<file path="src/source/bridge_config.svh">
`ifndef BRIDGE_CONFIG_SVH
`define BRIDGE_CONFIG_SVH

// sizing of the L1 to wishbone bridge.

// entries in the request queue and in the write data queue.
`define BRIDGE_QUEUE_DEPTH 8

// largest burst in words, a power of two.
// burst_len_t holds this value minus one.
`define BRIDGE_MAX_BURST 8

// word address width.
// byte address bits [1:0] are not carried on the bus.
`define BRIDGE_ADDR_W 30

`endif

</file>
<file path="src/source/l2_request_pkg.sv">
`default_nettype none

`include "bridge_config.svh"

// cache side request types.
package l2_request_pkg;

    // burst length minus one. 0 means a single word.
    typedef logic [$clog2(`BRIDGE_MAX_BURST)-1:0] burst_len_t;

    // requester tag, echoed on every returned beat.
    typedef logic [3:0] sub_id_t;

    // one queued miss request, 42 bits.
    typedef struct packed {
        logic [`BRIDGE_ADDR_W-1:0] addr;      // word address of the first beat.
        logic [3:0]                be;        // byte enables, only used on writes.
        logic                      rnw;       // 1 for read.
        burst_len_t                burst_len; // words minus one.
        sub_id_t                   sub_id;    // tag for the return path.
    } l2_request_t;

endpackage

`default_nettype wire

</file>
<file path="src/source/wishbone_pkg.sv">
`default_nettype none

`include "bridge_config.svh"

// wishbone bus side types.
package wishbone_pkg;

    // word address on the bus.
    typedef logic [`BRIDGE_ADDR_W-1:0] wb_adr_t;

    // one bus data word.
    typedef logic [31:0] wb_data_t;

    // byte selects, one per data byte.
    typedef logic [3:0] wb_sel_t;

endpackage

`default_nettype wire

</file>
<file path="src/source/request_queue.sv">
`timescale 1ns/1ps
`default_nettype none

`include "bridge_config.svh"

// synchronous fifo with a typed payload.
// head entry is shown on data_out whenever valid is high.
module request_queue #(
    parameter type payload_t = logic [31:0],
    parameter int  DEPTH     = `BRIDGE_QUEUE_DEPTH
) (
    input  wire logic     clk,
    input  wire logic     arst_n,
    input  wire logic     push,
    input  payload_t      data_in,
    input  wire logic     pop,
    output payload_t      data_out,
    output logic          valid,
    output logic          full
);

    localparam int PTR_W = (DEPTH > 1) ? $clog2(DEPTH) : 1;
    localparam int CNT_W = $clog2(DEPTH + 1);

    payload_t             mem [DEPTH];
    logic [PTR_W-1:0]     wr_ptr;
    logic [PTR_W-1:0]     rd_ptr;
    logic [CNT_W-1:0]     count;
    logic                 do_push;
    logic                 do_pop;

    assign do_push = push & ~full;  // push while full is dropped.
    assign do_pop  = pop & valid;   // pop on empty does nothing.

    assign valid    = (count != '0);
    assign full     = (count == CNT_W'(DEPTH));
    assign data_out = mem[rd_ptr];  // oldest entry.

    // storage.
    always_ff @(posedge clk) begin
        if (do_push) begin
            mem[wr_ptr] <= data_in;
        end
    end

    // pointers wrap at DEPTH so any depth works.
    always_ff @(posedge clk or negedge arst_n) begin
        if (!arst_n) begin
            wr_ptr <= '0;
            rd_ptr <= '0;
        end else begin
            if (do_push) begin
                wr_ptr <= (wr_ptr == PTR_W'(DEPTH - 1)) ? '0 : wr_ptr + 1'b1;
            end
            if (do_pop) begin
                rd_ptr <= (rd_ptr == PTR_W'(DEPTH - 1)) ? '0 : rd_ptr + 1'b1;
            end
        end
    end

    // occupancy.
    always_ff @(posedge clk or negedge arst_n) begin
        if (!arst_n) begin
            count <= '0;
        end else begin
            case ({do_push, do_pop})
                2'b10:   count <= count + 1'b1;
                2'b01:   count <= count - 1'b1;
                default: count <= count;        // both or neither.
            endcase
        end
    end

endmodule

`default_nettype wire

</file>
<file path="src/source/burst_counter.sv">
`timescale 1ns/1ps
`default_nettype none

`include "bridge_config.svh"

// beat counter for the current request.
// the low address bits wrap inside the aligned block of the burst.
module burst_counter
    import wishbone_pkg::*;
    import l2_request_pkg::*;
(
    input  wire logic clk,
    input  wire logic arst_n,
    input  wire logic clear,     // request popped.
    input  wire logic step,      // beat finished.
    input  wb_adr_t   base_adr,  // address of the first beat.
    input  burst_len_t burst_len,
    output wb_adr_t   beat_adr,
    output logic      last_beat
);

    localparam int CNT_W = $clog2(`BRIDGE_MAX_BURST);

    logic [CNT_W-1:0] count;
    logic [CNT_W-1:0] offset;

    always_ff @(posedge clk or negedge arst_n) begin
        if (!arst_n) begin
            count <= '0;
        end else if (clear) begin
            count <= '0;              // clear wins over step.
        end else if (step) begin
            count <= count + 1'b1;
        end
    end

    // walk forward from the requested word, modulo the burst size.
    assign offset = base_adr[CNT_W-1:0] + count;

    assign beat_adr[`BRIDGE_ADDR_W-1:CNT_W] = base_adr[`BRIDGE_ADDR_W-1:CNT_W];
    assign beat_adr[CNT_W-1:0] = (base_adr[CNT_W-1:0] & ~burst_len) | (offset & burst_len);

    assign last_beat = (count == burst_len);

endmodule

`default_nettype wire

</file>
<file path="src/source/wishbone_master_fsm.sv">
`timescale 1ns/1ps
`default_nettype none

// runs one queued request as one wishbone classic cycle.
// read words and errors go back to the cache one cycle after the bus answer.
module wishbone_master_fsm
    import wishbone_pkg::*;
    import l2_request_pkg::*;
(
    input  wire logic  clk,
    input  wire logic  arst_n,
    input  wire logic  req_valid,
    input  l2_request_t req,
    input  wire logic  data_valid,
    input  wb_data_t   wr_word,
    input  wb_adr_t    beat_adr,
    input  wire logic  last_beat,
    output logic       req_pop,
    output logic       data_pop,
    output logic       beat_step,
    output logic       wb_cyc,
    output logic       wb_stb,
    output logic       wb_we,
    output wb_adr_t    wb_adr,
    output wb_sel_t    wb_sel,
    output wb_data_t   wb_dat_w,
    input  wb_data_t   wb_dat_r,
    input  wire logic  wb_ack,
    input  wire logic  wb_err,
    output wb_data_t   rd_data,
    output logic       rd_data_valid,
    output sub_id_t    rd_sub_id,
    output logic       rd_error
);

    typedef enum logic [1:0] {IDLE, BUS, FLUSH, DONE} state_t;

    state_t state;
    state_t next_state;
    logic   in_bus;
    logic   beat_end;

    assign in_bus = (state == BUS);

    // writes hold stb low while the next word is missing.
    assign wb_cyc   = in_bus;
    assign wb_stb   = in_bus & (req.rnw | data_valid);
    assign wb_we    = in_bus & ~req.rnw;
    assign wb_adr   = beat_adr;                       // steps only on a beat end.
    assign wb_sel   = req.rnw ? '1 : req.be;          // full word on reads.
    assign wb_dat_w = wr_word;                        // data queue head.

    assign beat_end = wb_stb & (wb_ack | wb_err);

    always_ff @(posedge clk or negedge arst_n) begin
        if (!arst_n) begin
            state <= IDLE;
        end else begin
            state <= next_state;
        end
    end

    always_comb begin
        next_state = state;
        req_pop    = 1'b0;
        data_pop   = 1'b0;
        beat_step  = 1'b0;
        case (state)
            IDLE: begin
                // a write also waits for its first word.
                if (req_valid && (req.rnw || data_valid)) begin
                    next_state = BUS;
                end
            end
            BUS: begin
                if (beat_end) begin
                    beat_step = 1'b1;
                    data_pop  = ~req.rnw;             // word is used or discarded.
                    if (last_beat || (wb_err && req.rnw)) begin
                        req_pop    = 1'b1;
                        next_state = DONE;
                    end else if (wb_err) begin
                        next_state = FLUSH;           // unsent write words remain.
                    end
                end
            end
            FLUSH: begin
                // drop the rest of the burst as the words show up.
                if (data_valid) begin
                    data_pop  = 1'b1;
                    beat_step = 1'b1;
                    if (last_beat) begin
                        req_pop    = 1'b1;
                        next_state = DONE;
                    end
                end
            end
            DONE: begin
                next_state = IDLE;                    // one cycle with cyc low.
            end
            default: begin
                next_state = IDLE;
            end
        endcase
    end

    // return path control.
    always_ff @(posedge clk or negedge arst_n) begin
        if (!arst_n) begin
            rd_data_valid <= 1'b0;
            rd_error      <= 1'b0;
        end else begin
            rd_data_valid <= beat_end & ((req.rnw & wb_ack) | wb_err);
            rd_error      <= beat_end & wb_err;
        end
    end

    // return path payload, qualified by rd_data_valid.
    always_ff @(posedge clk) begin
        rd_data   <= wb_dat_r;
        rd_sub_id <= req.sub_id;
    end

endmodule

`default_nettype wire

</file>
<file path="src/source/l1_wishbone_bridge.sv">
`timescale 1ns/1ps
`default_nettype none

`include "bridge_config.svh"

// bridge from the L1 miss port to a wishbone classic master.
module l1_wishbone_bridge
    import l2_request_pkg::*;
    import wishbone_pkg::*;
(
    input  wire logic                      clk,
    input  wire logic                      arst_n,
    // cache request side.
    input  wire logic                      request_push,
    input  wire logic [`BRIDGE_ADDR_W-1:0] addr,
    input  wire logic [3:0]                be,
    input  wire logic                      rnw,
    input  burst_len_t                     burst_len,
    input  sub_id_t                        sub_id,
    output logic                           request_full,
    input  wire logic                      wr_data_push,
    input  wb_data_t                       wr_data,
    output logic                           data_full,
    // return side, always accepted.
    output logic                           rd_data_valid,
    output wb_data_t                       rd_data,
    output sub_id_t                        rd_sub_id,
    output logic                           rd_error,
    // wishbone master.
    output logic                           wb_cyc,
    output logic                           wb_stb,
    output logic                           wb_we,
    output wb_adr_t                        wb_adr,
    output wb_sel_t                        wb_sel,
    output wb_data_t                       wb_dat_w,
    input  wb_data_t                       wb_dat_r,
    input  wire logic                      wb_ack,
    input  wire logic                      wb_err
);

    l2_request_t req_in;
    l2_request_t req_head;
    logic        req_valid;
    logic        req_pop;
    wb_data_t    wr_word;
    logic        data_valid;
    logic        data_pop;
    wb_adr_t     beat_adr;
    logic        last_beat;
    logic        beat_step;

    // pack the loose request inputs.
    assign req_in = '{
        addr:      addr,
        be:        be,
        rnw:       rnw,
        burst_len: burst_len,
        sub_id:    sub_id
    };

    request_queue #(
        .payload_t (l2_request_t),
        .DEPTH     (`BRIDGE_QUEUE_DEPTH)
    ) u_req_queue (
        .clk      (clk),
        .arst_n   (arst_n),
        .push     (request_push),
        .data_in  (req_in),
        .pop      (req_pop),
        .data_out (req_head),
        .valid    (req_valid),
        .full     (request_full)
    );

    // write words, may run ahead of or behind their request.
    request_queue #(
        .payload_t (wb_data_t),
        .DEPTH     (`BRIDGE_QUEUE_DEPTH)
    ) u_data_queue (
        .clk      (clk),
        .arst_n   (arst_n),
        .push     (wr_data_push),
        .data_in  (wr_data),
        .pop      (data_pop),
        .data_out (wr_word),
        .valid    (data_valid),
        .full     (data_full)
    );

    burst_counter u_burst_counter (
        .clk       (clk),
        .arst_n    (arst_n),
        .clear     (req_pop),
        .step      (beat_step),
        .base_adr  (req_head.addr),
        .burst_len (req_head.burst_len),
        .beat_adr  (beat_adr),
        .last_beat (last_beat)
    );

    wishbone_master_fsm u_bus_fsm (
        .clk           (clk),
        .arst_n        (arst_n),
        .req_valid     (req_valid),
        .req           (req_head),
        .data_valid    (data_valid),
        .wr_word       (wr_word),
        .beat_adr      (beat_adr),
        .last_beat     (last_beat),
        .req_pop       (req_pop),
        .data_pop      (data_pop),
        .beat_step     (beat_step),
        .wb_cyc        (wb_cyc),
        .wb_stb        (wb_stb),
        .wb_we         (wb_we),
        .wb_adr        (wb_adr),
        .wb_sel        (wb_sel),
        .wb_dat_w      (wb_dat_w),
        .wb_dat_r      (wb_dat_r),
        .wb_ack        (wb_ack),
        .wb_err        (wb_err),
        .rd_data       (rd_data),
        .rd_data_valid (rd_data_valid),
        .rd_sub_id     (rd_sub_id),
        .rd_error      (rd_error)
    );

endmodule

`default_nettype wire

</file>
<file path="config.mk">
export PLATFORM = sky130hd
export DESIGN_NAME = l1_wishbone_bridge
export DESIGN_NICKNAME = d
export VERILOG_FILES = /design/src/source/l2_request_pkg.sv /design/src/source/wishbone_pkg.sv /design/src/source/request_queue.sv /design/src/source/burst_counter.sv /design/src/source/wishbone_master_fsm.sv /design/src/source/l1_wishbone_bridge.sv
export VERILOG_INCLUDE_DIRS = /design/src /design/src/source
export SDC_FILE = /design/constraint.sdc
export NUM_CORES = 1
export LEC_CHECK = 0
export BUFFER_PORTS_ARGS = -buffer_cell sky130_fd_sc_hd__buf_2
export CORE_MARGIN = 3
export CORE_UTILIZATION = 40
export DETAILED_ROUTE_END_ITERATION = 10
export SETUP_SLACK_MARGIN = 0.15
export SLEW_MARGIN = 20
export SYNTH_ARGS = -nofsm -noshare
export SYNTH_HDL_FRONTEND = slang
export SYNTH_SLANG_ARGS = --single-unit
</file>
<file path="constraint.sdc">
create_clock -name clk -period 11.6 [get_ports clk]
set_input_delay 1.16 -clock clk [delete_from_list [all_inputs] [get_ports clk]]
set_output_delay 1.16 -clock clk [all_outputs]
set_load 0.03 [all_outputs]
</file>
==> results of run 1 <==
-- routing by layer --
layer / up-vias / global-route usage [%] / part of all wire [%]
li1: 5101 / - / -
met1: 6015 / 18.7 / 40
met2: 242 / 26.9 / 52
met3: 91 / 4.28 / 5.6
met4: 14 / 4.17 / 2.1
met5: - / 0 / 0.18
-- sequential cells by signal, summed over array words and instances, names as in the netlist, 2 cells and up --
| register | count |
|---|---|
| u_burst_counter.count | 3 |
| u_bus_fsm.rd_data | 32 |
| u_bus_fsm.rd_sub_id | 4 |
| u_bus_fsm.state | 2 |
| u_data_queue.count | 4 |
| u_data_queue.mem | 256 |
| u_data_queue.rd_ptr | 3 |
| u_data_queue.wr_ptr | 3 |
| u_req_queue.count | 4 |
| u_req_queue.mem | 336 |
| u_req_queue.rd_ptr | 3 |
| u_req_queue.wr_ptr | 3 |
-- worst max-delay path by stage --
stage | slack, ns | depth (start not counted) | endpoint | start
floorplan | 5.70 | 2 | u_req_queue.mem[0][0]$_DFFE_PP_ | request_push
global placement | 6.81 | 8 | wb_adr[1] | u_req_queue.rd_ptr[0]$_DFFE_PN0P_
detailed placement | 6.78 | 8 | wb_adr[1] | u_req_queue.rd_ptr[0]$_DFFE_PN0P_
CTS | 6.12 | 8 | wb_adr[1] | u_req_queue.rd_ptr[0]$_DFFE_PN0P_
global route | 5.99 | 8 | wb_adr[1] | u_req_queue.rd_ptr[0]$_DFFE_PN0P_
finish | 6.37 | 8 | wb_adr[1] | u_req_queue.rd_ptr[0]$_DFFE_PN0P_
-- where the power goes --
part / total [µW] / internal, µW / leakage (µW) / switching (µW)
combinational: 2390 / 1020 / 0.00284 / 1380
clock: 2220 / 1340 / 0.00113 / 888
sequential: 3190 / 2960 / 0.00600 / 221
total: 7800 / 5320 / 0.00997 / 2490
-- placed cells by master (no fill, tap or decap), types with 8 or more instances in the layout --
| cell type | instances |
|---|---|
| mux4_2 | 143 |
| clkbuf_1 | 18 |
| buf_2 | 220 |
| nand2_1 | 14 |
| clkinv_2 | 8 |
| clkbuf_16 | 74 |
| mux2i_1 | 21 |
| edfxtp_1 | 592 |
| dfxtp_1 | 36 |
| buf_4 | 24 |
| ha_1 | 19 |
| clkinv_1 | 11 |
| xor2_1 | 8 |
| nor3_1 | 10 |
| a21oi_1 | 9 |
| inv_1 | 16 |
| mux2_2 | 70 |
| dfrtp_1 | 22 |
| nor2_1 | 18 |
| nor3_2 | 8 |
-- metrics by stage --
step                worst slack, ns  instances  total power [µW]
global route                   5.99       2260              8220
finish                         6.37       2263              7800
global placement               6.81       2130              5660
detailed placement             6.78       2130              5700
floorplan                      5.70       1128              5090
CTS                            6.12       2260              7960
-- area by class of cell --
cell class              count  area share [%]
repair buffers            244            4.37
clock buffers              96            6.73
diodes                      3          0.0256
well taps                 828            3.53
clock inverters            34            1.26
inverters                  16           0.205
flip-flops and latches    655            65.4
multi-input cells         387            18.4
-- cells by family (layout without fill, tap and decap cells) --
| logic type | Yosys count | in the layout | synth area share (%) |
|---|---|---|---|
| xor+xnor | 15 | 15 | 0.527 |
| buf+inv | 86 | 390 | 1.80 |
| mux | 237 | 237 | 17.1 |
| simple gates | 83 | 83 | 1.67 |
| compound gates | 30 | 30 | 0.818 |
| flops | 655 | 655 | 76.9 |
| other cells | 0 | 3 | 0 |
| fa+ha+maj | 22 | 22 | 1.19 |
==> impl_summary.log, run 1 <==
INFO  metric dp.final_hpwl = between 20 and 30 mm
INFO  metric count_of_flip_flops_with_a_built_in_enable_after_synthesis = a little under 600
INFO  metric numCtsBuffers = slightly above 70
INFO  metric ant_nets = 0
INFO  metric synth_nets = ~1300
INFO  metric status = complete, no violations
INFO  metric yosys_most_used_dff = edfxtp_1
INFO  metric finalHoldWorstSlack = 0.495 ns
INFO  metric worst_setup_path_end_kind = primary output
INFO  metric leading_post_synthesis_cells_by_instance_count = 592 x edfxtp_1, 143 x mux4_2, 70 x mux2_2
INFO  metric grt_start_max_net_pins = 55
INFO  metric synth_most_common_cell = edfxtp_1
INFO  metric dominant_cells_by_area_after_synthesis = edfxtp_1 71%, mux4_2 13%, mux2_2 3.2%, dfxtp_1 2.9%, dfrtp_1 2.7%
INFO  metric multiInputGateArea = approximately 5400 µm²
INFO  metric first_global_vias = between 10000 and 15000
INFO  metric cts_repair_resize_count = 0
INFO  metric r2r_slack = just over 7 ns
INFO  metric globalRouteOverflowTotal = 0
INFO  metric cell_type_with_the_largest_total_area_after_synthesis = edfxtp_1
INFO  metric holdBufCountCts = 0
INFO  metric ff2ff_path_depth = 13
INFO  metric dieHeight = between 200 and 300 µm
INFO  metric routed_via_density = ~5.1
INFO  metric cts.repair_timing.setup_buffer_count = 0
INFO  metric gp_routability_congestion = 0.712
INFO  metric initial_core_util = around 41%
INFO  metric timing.critical_path.slowest_cell_delay = around 0.72 ns
INFO  metric grt_first_pass_wirelength = about 76 mm
INFO  metric yosysWarningCount = 0
INFO  metric core_area = 61000 µm²
INFO  metric routed_wire_length_per_instance = around 22 µm
INFO  metric detailedRoute.firstIterationViolations = around 670
INFO  metric dpl_cell_area = ~27000 µm²
INFO  metric avgSynthCellArea = between 20 and 25 µm²
INFO  metric drt-pass1-iter-count = 5
INFO  metric critPathSlowestCell = dfrtp_4
INFO  metric ctsRootBufferMaster = clkbuf_16
INFO  metric drt_wl_total = between 40 and 50 mm
INFO  metric finalWorstPathRequiredPeriod = between 5 and 6 ns
INFO  metric leakagePower = approximately 0.010 µW
INFO  metric clk-insertion-delay-late = 0.60 ns
INFO  metric synth-seq-cells = 655
INFO  metric fraction_of_layout_instances_using_a_drive_strength_above_1 = ~40%
INFO  metric timing.final.max_slew_violations = 0
INFO  metric hold-path-endpoint = u_req_queue.count[3]$_DFFE_PN0P_
INFO  metric post_synth_num_cell_types = a little over 40
INFO  metric clock_pin_slew_reported_for_the_worst_setup_and_hold_paths_after_clock_tree_synthesis = ~0.06 ns
INFO  metric ios = 221
INFO  metric area_growth_syn_to_layout = 17.6%
INFO  metric finalCoreUtilization = 48.1%
INFO  metric timing.rr.end = u_req_queue.count[3]$_DFFE_PN0P_
INFO  metric timing.critical_path.from_type = flop
INFO  metric timing.critical_path.fanout_max = 37
INFO  metric port_buffers = 220
INFO  metric syn_area = 24900 µm²
INFO  metric drv.max_cap_violation_count = 0
INFO  metric critPathBufInv = 3
INFO  metric fp.dieW = 256 µm
INFO  metric grt_setup_unrepaired = no
INFO  metric placement_rows = 90
INFO  metric synth.top_cell.area_share = a little under three quarters
INFO  metric floorplan.die_area = 65400 µm²
INFO  metric critical-path-top-delay-family = multiplexers
INFO  metric layout.nets = around 1500
INFO  metric hold_violations = 0
INFO  metric finalCritPeriodShare = a little under half
INFO  metric grt_usage = ~15%
INFO  metric max_freq = between 150 and 200 MHz
INFO  metric htree_levels = 3
INFO  metric power_density = ~270 nW/µm²
INFO  metric tns = 0 ns
INFO  metric number_of_antenna_violations_at_the_first_check_in_global_routing = 9
INFO  metric crit_chain = buf_4 > mux4_2 > mux2_2 > ha_1 > inv_1 > fa_1 > mux2i_1 > buf_2
INFO  metric share_of_async_settable_or_async_resettable_flops_after_synthesis = 4.12%
INFO  metric cts_buffer_depth = 3
INFO  metric design_area = between 20000 and 30000 µm²
INFO  metric num-fill-cells = a little over 5000
INFO  metric ys_seq_area_share = roughly 77%
INFO  metric vias = around 11000
INFO  metric drt_drc_violations_left = 0
INFO  metric r2r-start = u_req_queue.rd_ptr[0]$_DFFE_PN0P_
INFO  metric worst_clock_skew = about 0.017 ns
INFO  metric ff_latch_area = ~19000 µm²
INFO  metric worst_ep_required_time = 10.44 ns
INFO  metric cp.arrival = approximately 4 ns
INFO  metric netlist_instances = approximately 1100
INFO  metric peakVddDrop = 0.187 mV
INFO  metric worstSetupPathType = flop to primary output
INFO  metric max_slew.worst_pin.slew = 0.900 ns
INFO  metric worst_hold_path_type = flop to flop
INFO  metric holdPathStages = 1
INFO  metric cts_tree = yes
INFO  metric setup_viol = 0
INFO  metric min_delay_src = u_req_queue.count[3]$_DFFE_PN0P_
INFO  metric clock_sink_count = roughly 660
INFO  metric timing.slew.headroom = 40.0%
(Power assumes the default switching activity.)
==> run 2, diff against run 1 <==
==> constraint.sdc (replaced) <==
create_clock -name clk -period 5.3 [get_ports clk]
set_input_delay 0.53 -clock clk [delete_from_list [all_inputs] [get_ports clk]]
set_output_delay 0.53 -clock clk [all_outputs]
set_load 0.03 [all_outputs]
==> impl_summary.log, run 2 (synthesis results as in run 1) <==
INFO  metric first_global_vias = 12700 (+1.2%)
INFO  metric globalRouteOverflowTotal = 0 (unchanged)
INFO  metric layout.cells.most_common = edfxtp_1
INFO  metric clock_pin_slew_reported_for_the_worst_setup_and_hold_paths_after_clock_tree_synthesis = 0.05 ns (about the same)
INFO  metric core_area = 61000 µm² (unchanged)
INFO  metric worst_ep_required_time = 4.77 ns (-5.67 ns)
INFO  metric share_clk_of_total_power = 27.4% (-1.1 points)
INFO  metric finalHoldWorstSlack = 0.0428 ns (-0.452 ns)
INFO  metric grt_first_pass_wirelength = 77.5 mm (+1.5%)
INFO  metric htree_levels = 3 (unchanged)
INFO  metric vias = 11600 (+1.4%)
INFO  metric fp.dieW = 256 µm (unchanged)
INFO  metric sw_frac_of_total = 32.6% (+0.73 points)
INFO  metric grt_setup_unrepaired = no
INFO  metric layout.nets = 1541 (+2.1%)
INFO  metric timing.critical_path.fanout_max = 45 (+22%)
INFO  metric timing.slew.headroom = 28.0% (-12 points)
INFO  metric critPathSlowestCell = dfrtp_4
INFO  metric ios = 221 (unchanged)
INFO  metric gp_routability_congestion = 0.729 (+2.4%)
INFO  metric floorplan.die_area = 65400 µm² (unchanged)
INFO  metric numCtsBuffers = 71 (-1.4%)
INFO  metric setup_viol = 0 (unchanged)
INFO  metric drt_wl_total = 50.4 mm (+2.1%)
INFO  metric area_growth_syn_to_layout = 18.3%
INFO  metric leakagePower = 0.0100 µW (+0.72%)
INFO  metric cts_repair_resize_count = 0 (unchanged)
INFO  metric initial_core_util = 40.9% (unchanged)
INFO  metric power_density = 574 nW/µm² (+120%)
INFO  metric dp.final_hpwl = 27.7 mm (+2.0%)
INFO  metric top_register = u_req_queue.mem
INFO  metric placement_rows = 90 (unchanged)
INFO  metric status = complete, no violations
INFO  metric finalCritPeriodShare = 79.2%
INFO  metric drt-pass1-iter-count = 4 (-1)
INFO  metric peakVddDrop = 0.386 mV (+110%)
INFO  metric multiInputGateArea = 5420 µm² (+0.16%)
INFO  metric grt_start_max_net_pins = 46 (-16%)
INFO  metric dieHeight = 256 µm (unchanged)
INFO  metric power.net_switching = 5520 µW (+120%)
INFO  metric timing.critical_path.slowest_cell_delay = 0.97 ns (+0.25 ns)
INFO  metric p_comb_share = 30.8% (about the same)
INFO  metric timing.final.max_slew_violations = 0 (unchanged)
INFO  metric ant_nets = 0 (unchanged)
INFO  metric cp.arrival = 3.67 ns (-0.40 ns)
INFO  metric ctsRootBufferMaster = clkbuf_16
INFO  metric number_of_antenna_violations_at_the_first_check_in_global_routing = 8 (-1)
INFO  metric clk-insertion-delay-late = 0.60 ns (about the same)
INFO  metric max_freq = between 200 and 250 MHz
INFO  metric cts_tree = yes
INFO  metric finalWorstPathRequiredPeriod = between 4 and 5 ns
INFO  metric crit_chain = mux4_2 > mux2_2 > ha_1 > inv_1 > fa_1 > xor2_1 > nor2_1 > xnor2_1 > buf_2
INFO  metric hold_violations = 0 (unchanged)
INFO  metric num-fill-cells = 5063 (-0.69%)
INFO  metric drv.max_cap_violation_count = 0 (unchanged)
INFO  metric cts.repair_timing.setup_buffer_count = 0 (unchanged)
INFO  metric p_int = 11400 µW (+110%)
INFO  metric largestRegisters = u_req_queue.mem x336, u_data_queue.mem x256, u_bus_fsm.rd_data x32
INFO  metric max_slew.worst_pin.slew = 1.07 ns (+0.171 ns)
INFO  metric worst_clock_skew = 0.0156 ns (-0.00177 ns)
INFO  metric routed_via_density = 5.07 (about the same)
INFO  metric worstSetupPathType = flop to primary output
INFO  metric max_reg_flops = 336 (unchanged)
INFO  metric worst_hold_path_type = input pin to flop
INFO  metric holdBufCountCts = 30 (+30)
INFO  metric detailedRoute.firstIterationViolations = 644 (-3.2%)
INFO  metric worst_setup_path_end_kind = primary output
INFO  metric routed_wire_length_per_instance = 22.0 µm (+0.72%)
INFO  metric drt_drc_violations_left = 0 (unchanged)
INFO  metric cts_buffer_depth = 3 (unchanged)
INFO  metric ff_latch_area = 19200 µm² (unchanged)
INFO  metric timing.critical_path.from_type = flop
INFO  metric share_seq_of_total_power = 41.8% (+1.0 points)
INFO  metric grt_usage = 15.6% (+0.20 points)
INFO  metric port_buffers = 220 (unchanged)
INFO  metric most_used_cells_in_the_layout_excluding_fill_and_tap_cells = 592 x edfxtp_1, 220 x buf_2, 143 x mux4_2, 73 x clkbuf_16, 70 x mux2_2
INFO  metric clock_sink_count = 655 (unchanged)
INFO  metric tns = 0 ns (unchanged)
INFO  metric fraction_of_layout_instances_using_a_drive_strength_above_1 = 39.9% (-1.0 points)
## run 2: changes by cell type in the layout (fill, tap and decap cells not counted), sizes merged
| cell | delta |
|---|---|
| dlygate4sd3 | +30 |
| bufinv | -4 |
| inv | +3 |
| buf | +2 |
| clkinvlp | -1 |
| diode | +1 |
## run 2: worst max-delay path: cells and delay by family, from the launching register on
family                     cells  cell delay, ns
DFF                            1            0.97
muxes                          2            0.87
xor gates and xnor gates       2            0.44
adders and majority gates      2            0.36
buffers and inverters          2            0.35
and+or+nand+nor                1            0.06
## run 2: final timing paths
kind	from	end	slack, ns	cells past startpoint
hold / removal	wb_dat_r[26]	u_bus_fsm.rd_data[26]$_DFF_P_	0.04	1
setup reg to reg	u_req_queue.rd_ptr[0]$_DFFE_PN0P_	u_req_queue.count[3]$_DFFE_PN0P_	1.40	12
setup / recovery	u_req_queue.rd_ptr[0]$_DFFE_PN0P_	wb_adr[2]	1.10	9
min in group asynchronous	arst_n	u_req_queue.wr_ptr[1]$_DFFE_PN0P_	0.52	2
max in group asynchronous	arst_n	u_data_queue.rd_ptr[0]$_DFFE_PN0P_	4.28	2
hold reg to reg	u_req_queue.count[3]$_DFFE_PN0P_	u_req_queue.count[3]$_DFFE_PN0P_	0.50	1
## run 2: cell type report
class,instances,share of cell area [%]
Sequential cell,655,65.1
Multi-Input combinational cell,387,18.4
Clock buffer,96,6.55
Timing Repair Buffer,276,5.41
Tap cell,828,3.51
Clock inverter,32,0.861
Inverter,16,0.204
Antenna cell,4,0.0339
## run 2: metrics by stage
step                instances  setup WS, ns  util, %  cell area, µm²  total power, µW
finish                   2294          1.10     48.3           29500            16900
floorplan                1128         0.987        -           24900            11100
CTS                      2290         0.908     48.3           29500            17300
global route             2290         0.833     48.3           29500            17800
global placement         2132          1.39     44.2           27000            12400
detailed placement       2132          1.35     44.2           27000            12500
## run 2: power by group through the flow
stage	sequential [µW]	combinational, µW	clock (µW)
finish	7070	5210	4650
global route	7180	5630	5010
CTS	7100	5350	4800
detailed placement	7200	5320	0
global placement	7160	5270	0
floorplan	6880	4260	0
## run 2: metal layers
layer  up-vias  GRT usage, %  share of wire, %
met5         -             0              0.13
met4        10          4.64               1.9
met3        80          3.74               5.6
met2       259          27.1                52
met1      6093          19.4                41
li1       5184             -                 -
==> run 3, diff against run 2 <==
==> constraint.sdc (replaced) <==
create_clock -name clk -period 4.3 [get_ports clk]
set_input_delay 0.43 -clock clk [delete_from_list [all_inputs] [get_ports clk]]
set_output_delay 0.43 -clock clk [all_outputs]
set_load 0.03 [all_outputs]
==> impl_summary.log, run 3 (synthesis results as in run 1) <==
INFO  metric grt_usage = 15.2% (-0.33 points)
INFO  metric drv.max_cap_violation_count = 0 (unchanged)
INFO  metric cts_buffer_depth = 3 (unchanged)
INFO  metric timing.final.max_slew_violations = 0 (unchanged)
INFO  metric largestRegisters = u_req_queue.mem x336, u_data_queue.mem x256, u_bus_fsm.rd_data x32
INFO  metric critical-path-top-delay-family = multiplexers
INFO  metric max_freq = around 260 MHz
INFO  metric ios = 221 (unchanged)
INFO  metric worst_setup_path_end_kind = primary output
INFO  metric timing.critical_path.from_type = flop
INFO  metric fp.dieW = 256 µm (unchanged)
INFO  metric layout.cells.most_common = edfxtp_1
INFO  metric timing.critical_path.fanout_max = 29 (-36%)
INFO  metric drt-pass1-iter-count = 4 (unchanged)
INFO  metric ctsRootBufferMaster = clkbuf_16
INFO  metric routed_wire_length_per_instance = 21.4 µm (-2.4%)
INFO  metric routed_via_density = 5.04 (-0.64%)
INFO  metric timing.critical_path.slowest_cell_delay = 0.59 ns (-0.38 ns)
INFO  metric core_area = 61000 µm² (unchanged)
INFO  metric dieHeight = 256 µm (unchanged)
INFO  metric top_register = u_req_queue.mem
INFO  metric drt_wl_total = 49.3 mm (-2.2%)
INFO  metric clock_pin_slew_reported_for_the_worst_setup_and_hold_paths_after_clock_tree_synthesis = 0.06 ns (about the same)
INFO  metric cp.arrival = 3.41 ns (-0.26 ns)
INFO  metric finalCritPeriodShare = slightly below 90%
INFO  metric critPathBufInv = 3 (+1)
INFO  metric area_growth_syn_to_layout = 19.5%
INFO  metric critPathSlowestCell = dfrtp_4
INFO  metric leakagePower = 0.0102 µW (+1.1%)
INFO  metric layout.nets = 1549 (+0.52%)
INFO  metric num-fill-cells = 5043 (-0.40%)
INFO  metric setup_viol = 0 (unchanged)
INFO  metric globalRouteOverflowTotal = 0 (unchanged)
INFO  metric finalWorstPathRequiredPeriod = roughly 3.8 ns
INFO  metric initial_core_util = 40.9% (unchanged)
INFO  metric max_reg_flops = 336 (unchanged)
INFO  metric clock_sink_count = 655 (unchanged)
INFO  metric crit_chain = buf_12 > mux4_2 > mux2_2 > ha_1 > inv_1 > fa_1 > xor2_1 > nor2_1 > xnor2_1 > buf_2
INFO  metric placement_rows = 90 (unchanged)
INFO  metric max_slew.worst_pin.slew = 0.851 ns (-0.221 ns)
INFO  metric first_global_vias = 12600 (-0.90%)
INFO  metric stdcell_count = 2299 (+0.22%)
INFO  metric grt_setup_unrepaired = no
INFO  metric timing.slew.headroom = 43.0% (+15 points)
INFO  metric dp.cells = 2135 (+0.14%)
INFO  metric cts_tree = yes
INFO  metric worst_clock_skew = 0.0186 ns (+0.00299 ns)
INFO  metric gp_routability_congestion = 0.729 (about the same)
INFO  metric ant_nets = 0 (unchanged)
INFO  metric floorplan.die_area = 65400 µm² (unchanged)
INFO  metric power_density = 713 nW/µm² (+24%)
INFO  metric htree_levels = 3 (unchanged)
INFO  metric peakVddDrop = 0.381 mV (-1.4%)
INFO  metric clk-insertion-delay-late = 0.60 ns (about the same)
INFO  metric grt_start_max_net_pins = 55 (+20%)
INFO  metric fraction_of_layout_instances_using_a_drive_strength_above_1 = 40.1% (+0.18 points)
INFO  metric worstSetupPathType = flop to primary output
INFO  metric vias = 11600 (-0.42%)
INFO  metric number_of_antenna_violations_at_the_first_check_in_global_routing = 9 (+1)
INFO  metric status = complete, no violations
INFO  metric grt_first_pass_wirelength = 75.9 mm (-2.1%)
INFO  metric worst_ep_required_time = 3.87 ns (-0.90 ns)
INFO  metric worst_hold_path_type = input pin to flop
INFO  metric dp.final_hpwl = 27.5 mm (-0.90%)
INFO  metric hold_violations = 0 (unchanged)
INFO  metric tns = 0 ns (unchanged)
INFO  metric most_used_cells_in_the_layout_excluding_fill_and_tap_cells = 592 x edfxtp_1, 220 x buf_2, 143 x mux4_2, 74 x clkbuf_16, 70 x mux2_2
INFO  metric drt_drc_violations_left = 0 (unchanged)
INFO  metric numCtsBuffers = 72 (+1.4%)
INFO  metric port_buffers = 220 (unchanged)
INFO  metric detailedRoute.firstIterationViolations = 655 (+1.7%)
==> run 3: cell type report <==
| cell class | instances | area [µm²] | share of cell area, % |
|---|---|---|---|
| flip-flops and latches | 655 | 19200 | 64.4 |
| multi-input cells | 387 | 5430 | 18.2 |
| clock buffers | 98 | 1980 | 6.65 |
| repair buffers | 283 | 1720 | 5.77 |
| well taps | 828 | 1040 | 3.48 |
| clock inverters | 29 | 365 | 1.23 |
| inverters | 16 | 60.1 | 0.202 |
| diodes | 3 | 7.51 | 0.0252 |
==> run 3: final timing paths <==
kind	startpoint	endpoint	slack, ns	depth (start not counted)
worst max register to register	u_req_queue.rd_ptr[2]$_DFFE_PN0P_	u_req_queue.count[3]$_DFFE_PN0P_	0.85	12
min in group asynchronous	arst_n	u_req_queue.count[1]$_DFFE_PN0P_	0.41	2
max in group asynchronous	arst_n	u_req_queue.rd_ptr[1]$_DFFE_PN0P_	3.42	2
worst max-delay path	u_req_queue.rd_ptr[0]$_DFFE_PN0P_	wb_adr[2]	0.46	10
worst min-delay path	wr_data[20]	u_data_queue.mem[0][20]$_DFFE_PP_	0.1	1
worst min register to register	u_data_queue.count[3]$_DFFE_PN0P_	u_data_queue.count[3]$_DFFE_PN0P_	0.51	1
==> run 3: where the power goes <==
group          switching, µW  internal (µW)
Sequential               523           8000
Combinational           3850           2840
Clock                   2410           3620
==> run 3: through the flow <==
| step | total power (µW) | utilization, % | cell area (µm²) | hold WS [ns] | setup WS, ns |
|---|---|---|---|---|---|
| after floorplan | 13700 | - | 24900 | 0.134 | 0.109 |
| after global placement | 15400 | 44.3 | 27100 | 0.491 | 0.625 |
| after detailed placement | 15400 | 44.3 | 27100 | 0.488 | 0.650 |
| after CTS | 21600 | 48.8 | 29800 | 0.0438 | 0.220 |
| after global routing | 22300 | 48.8 | 29800 | 0.0753 | 0.228 |
| final | 21200 | 48.8 | 29800 | 0.0961 | 0.461 |
==> run 3: layer usage <==
metal	wire (µm)	global-route usage (%)	share of wire, %	up-vias
met5	92	0	0.19	-
met4	1080	4.39	2.2	12
met3	2730	3.92	5.5	93
met2	25600	26.8	52	235
met1	19800	18.6	40	6049
li1	-	-	-	5188
==> run 3: what timing repair did <==
item	in CTS	in global routing
endpoints found under the hold margin	59	0
endpoints found under the setup margin	2	2
buffers inserted	0	1
gates resized for setup	3	3
hold buffers	33	0
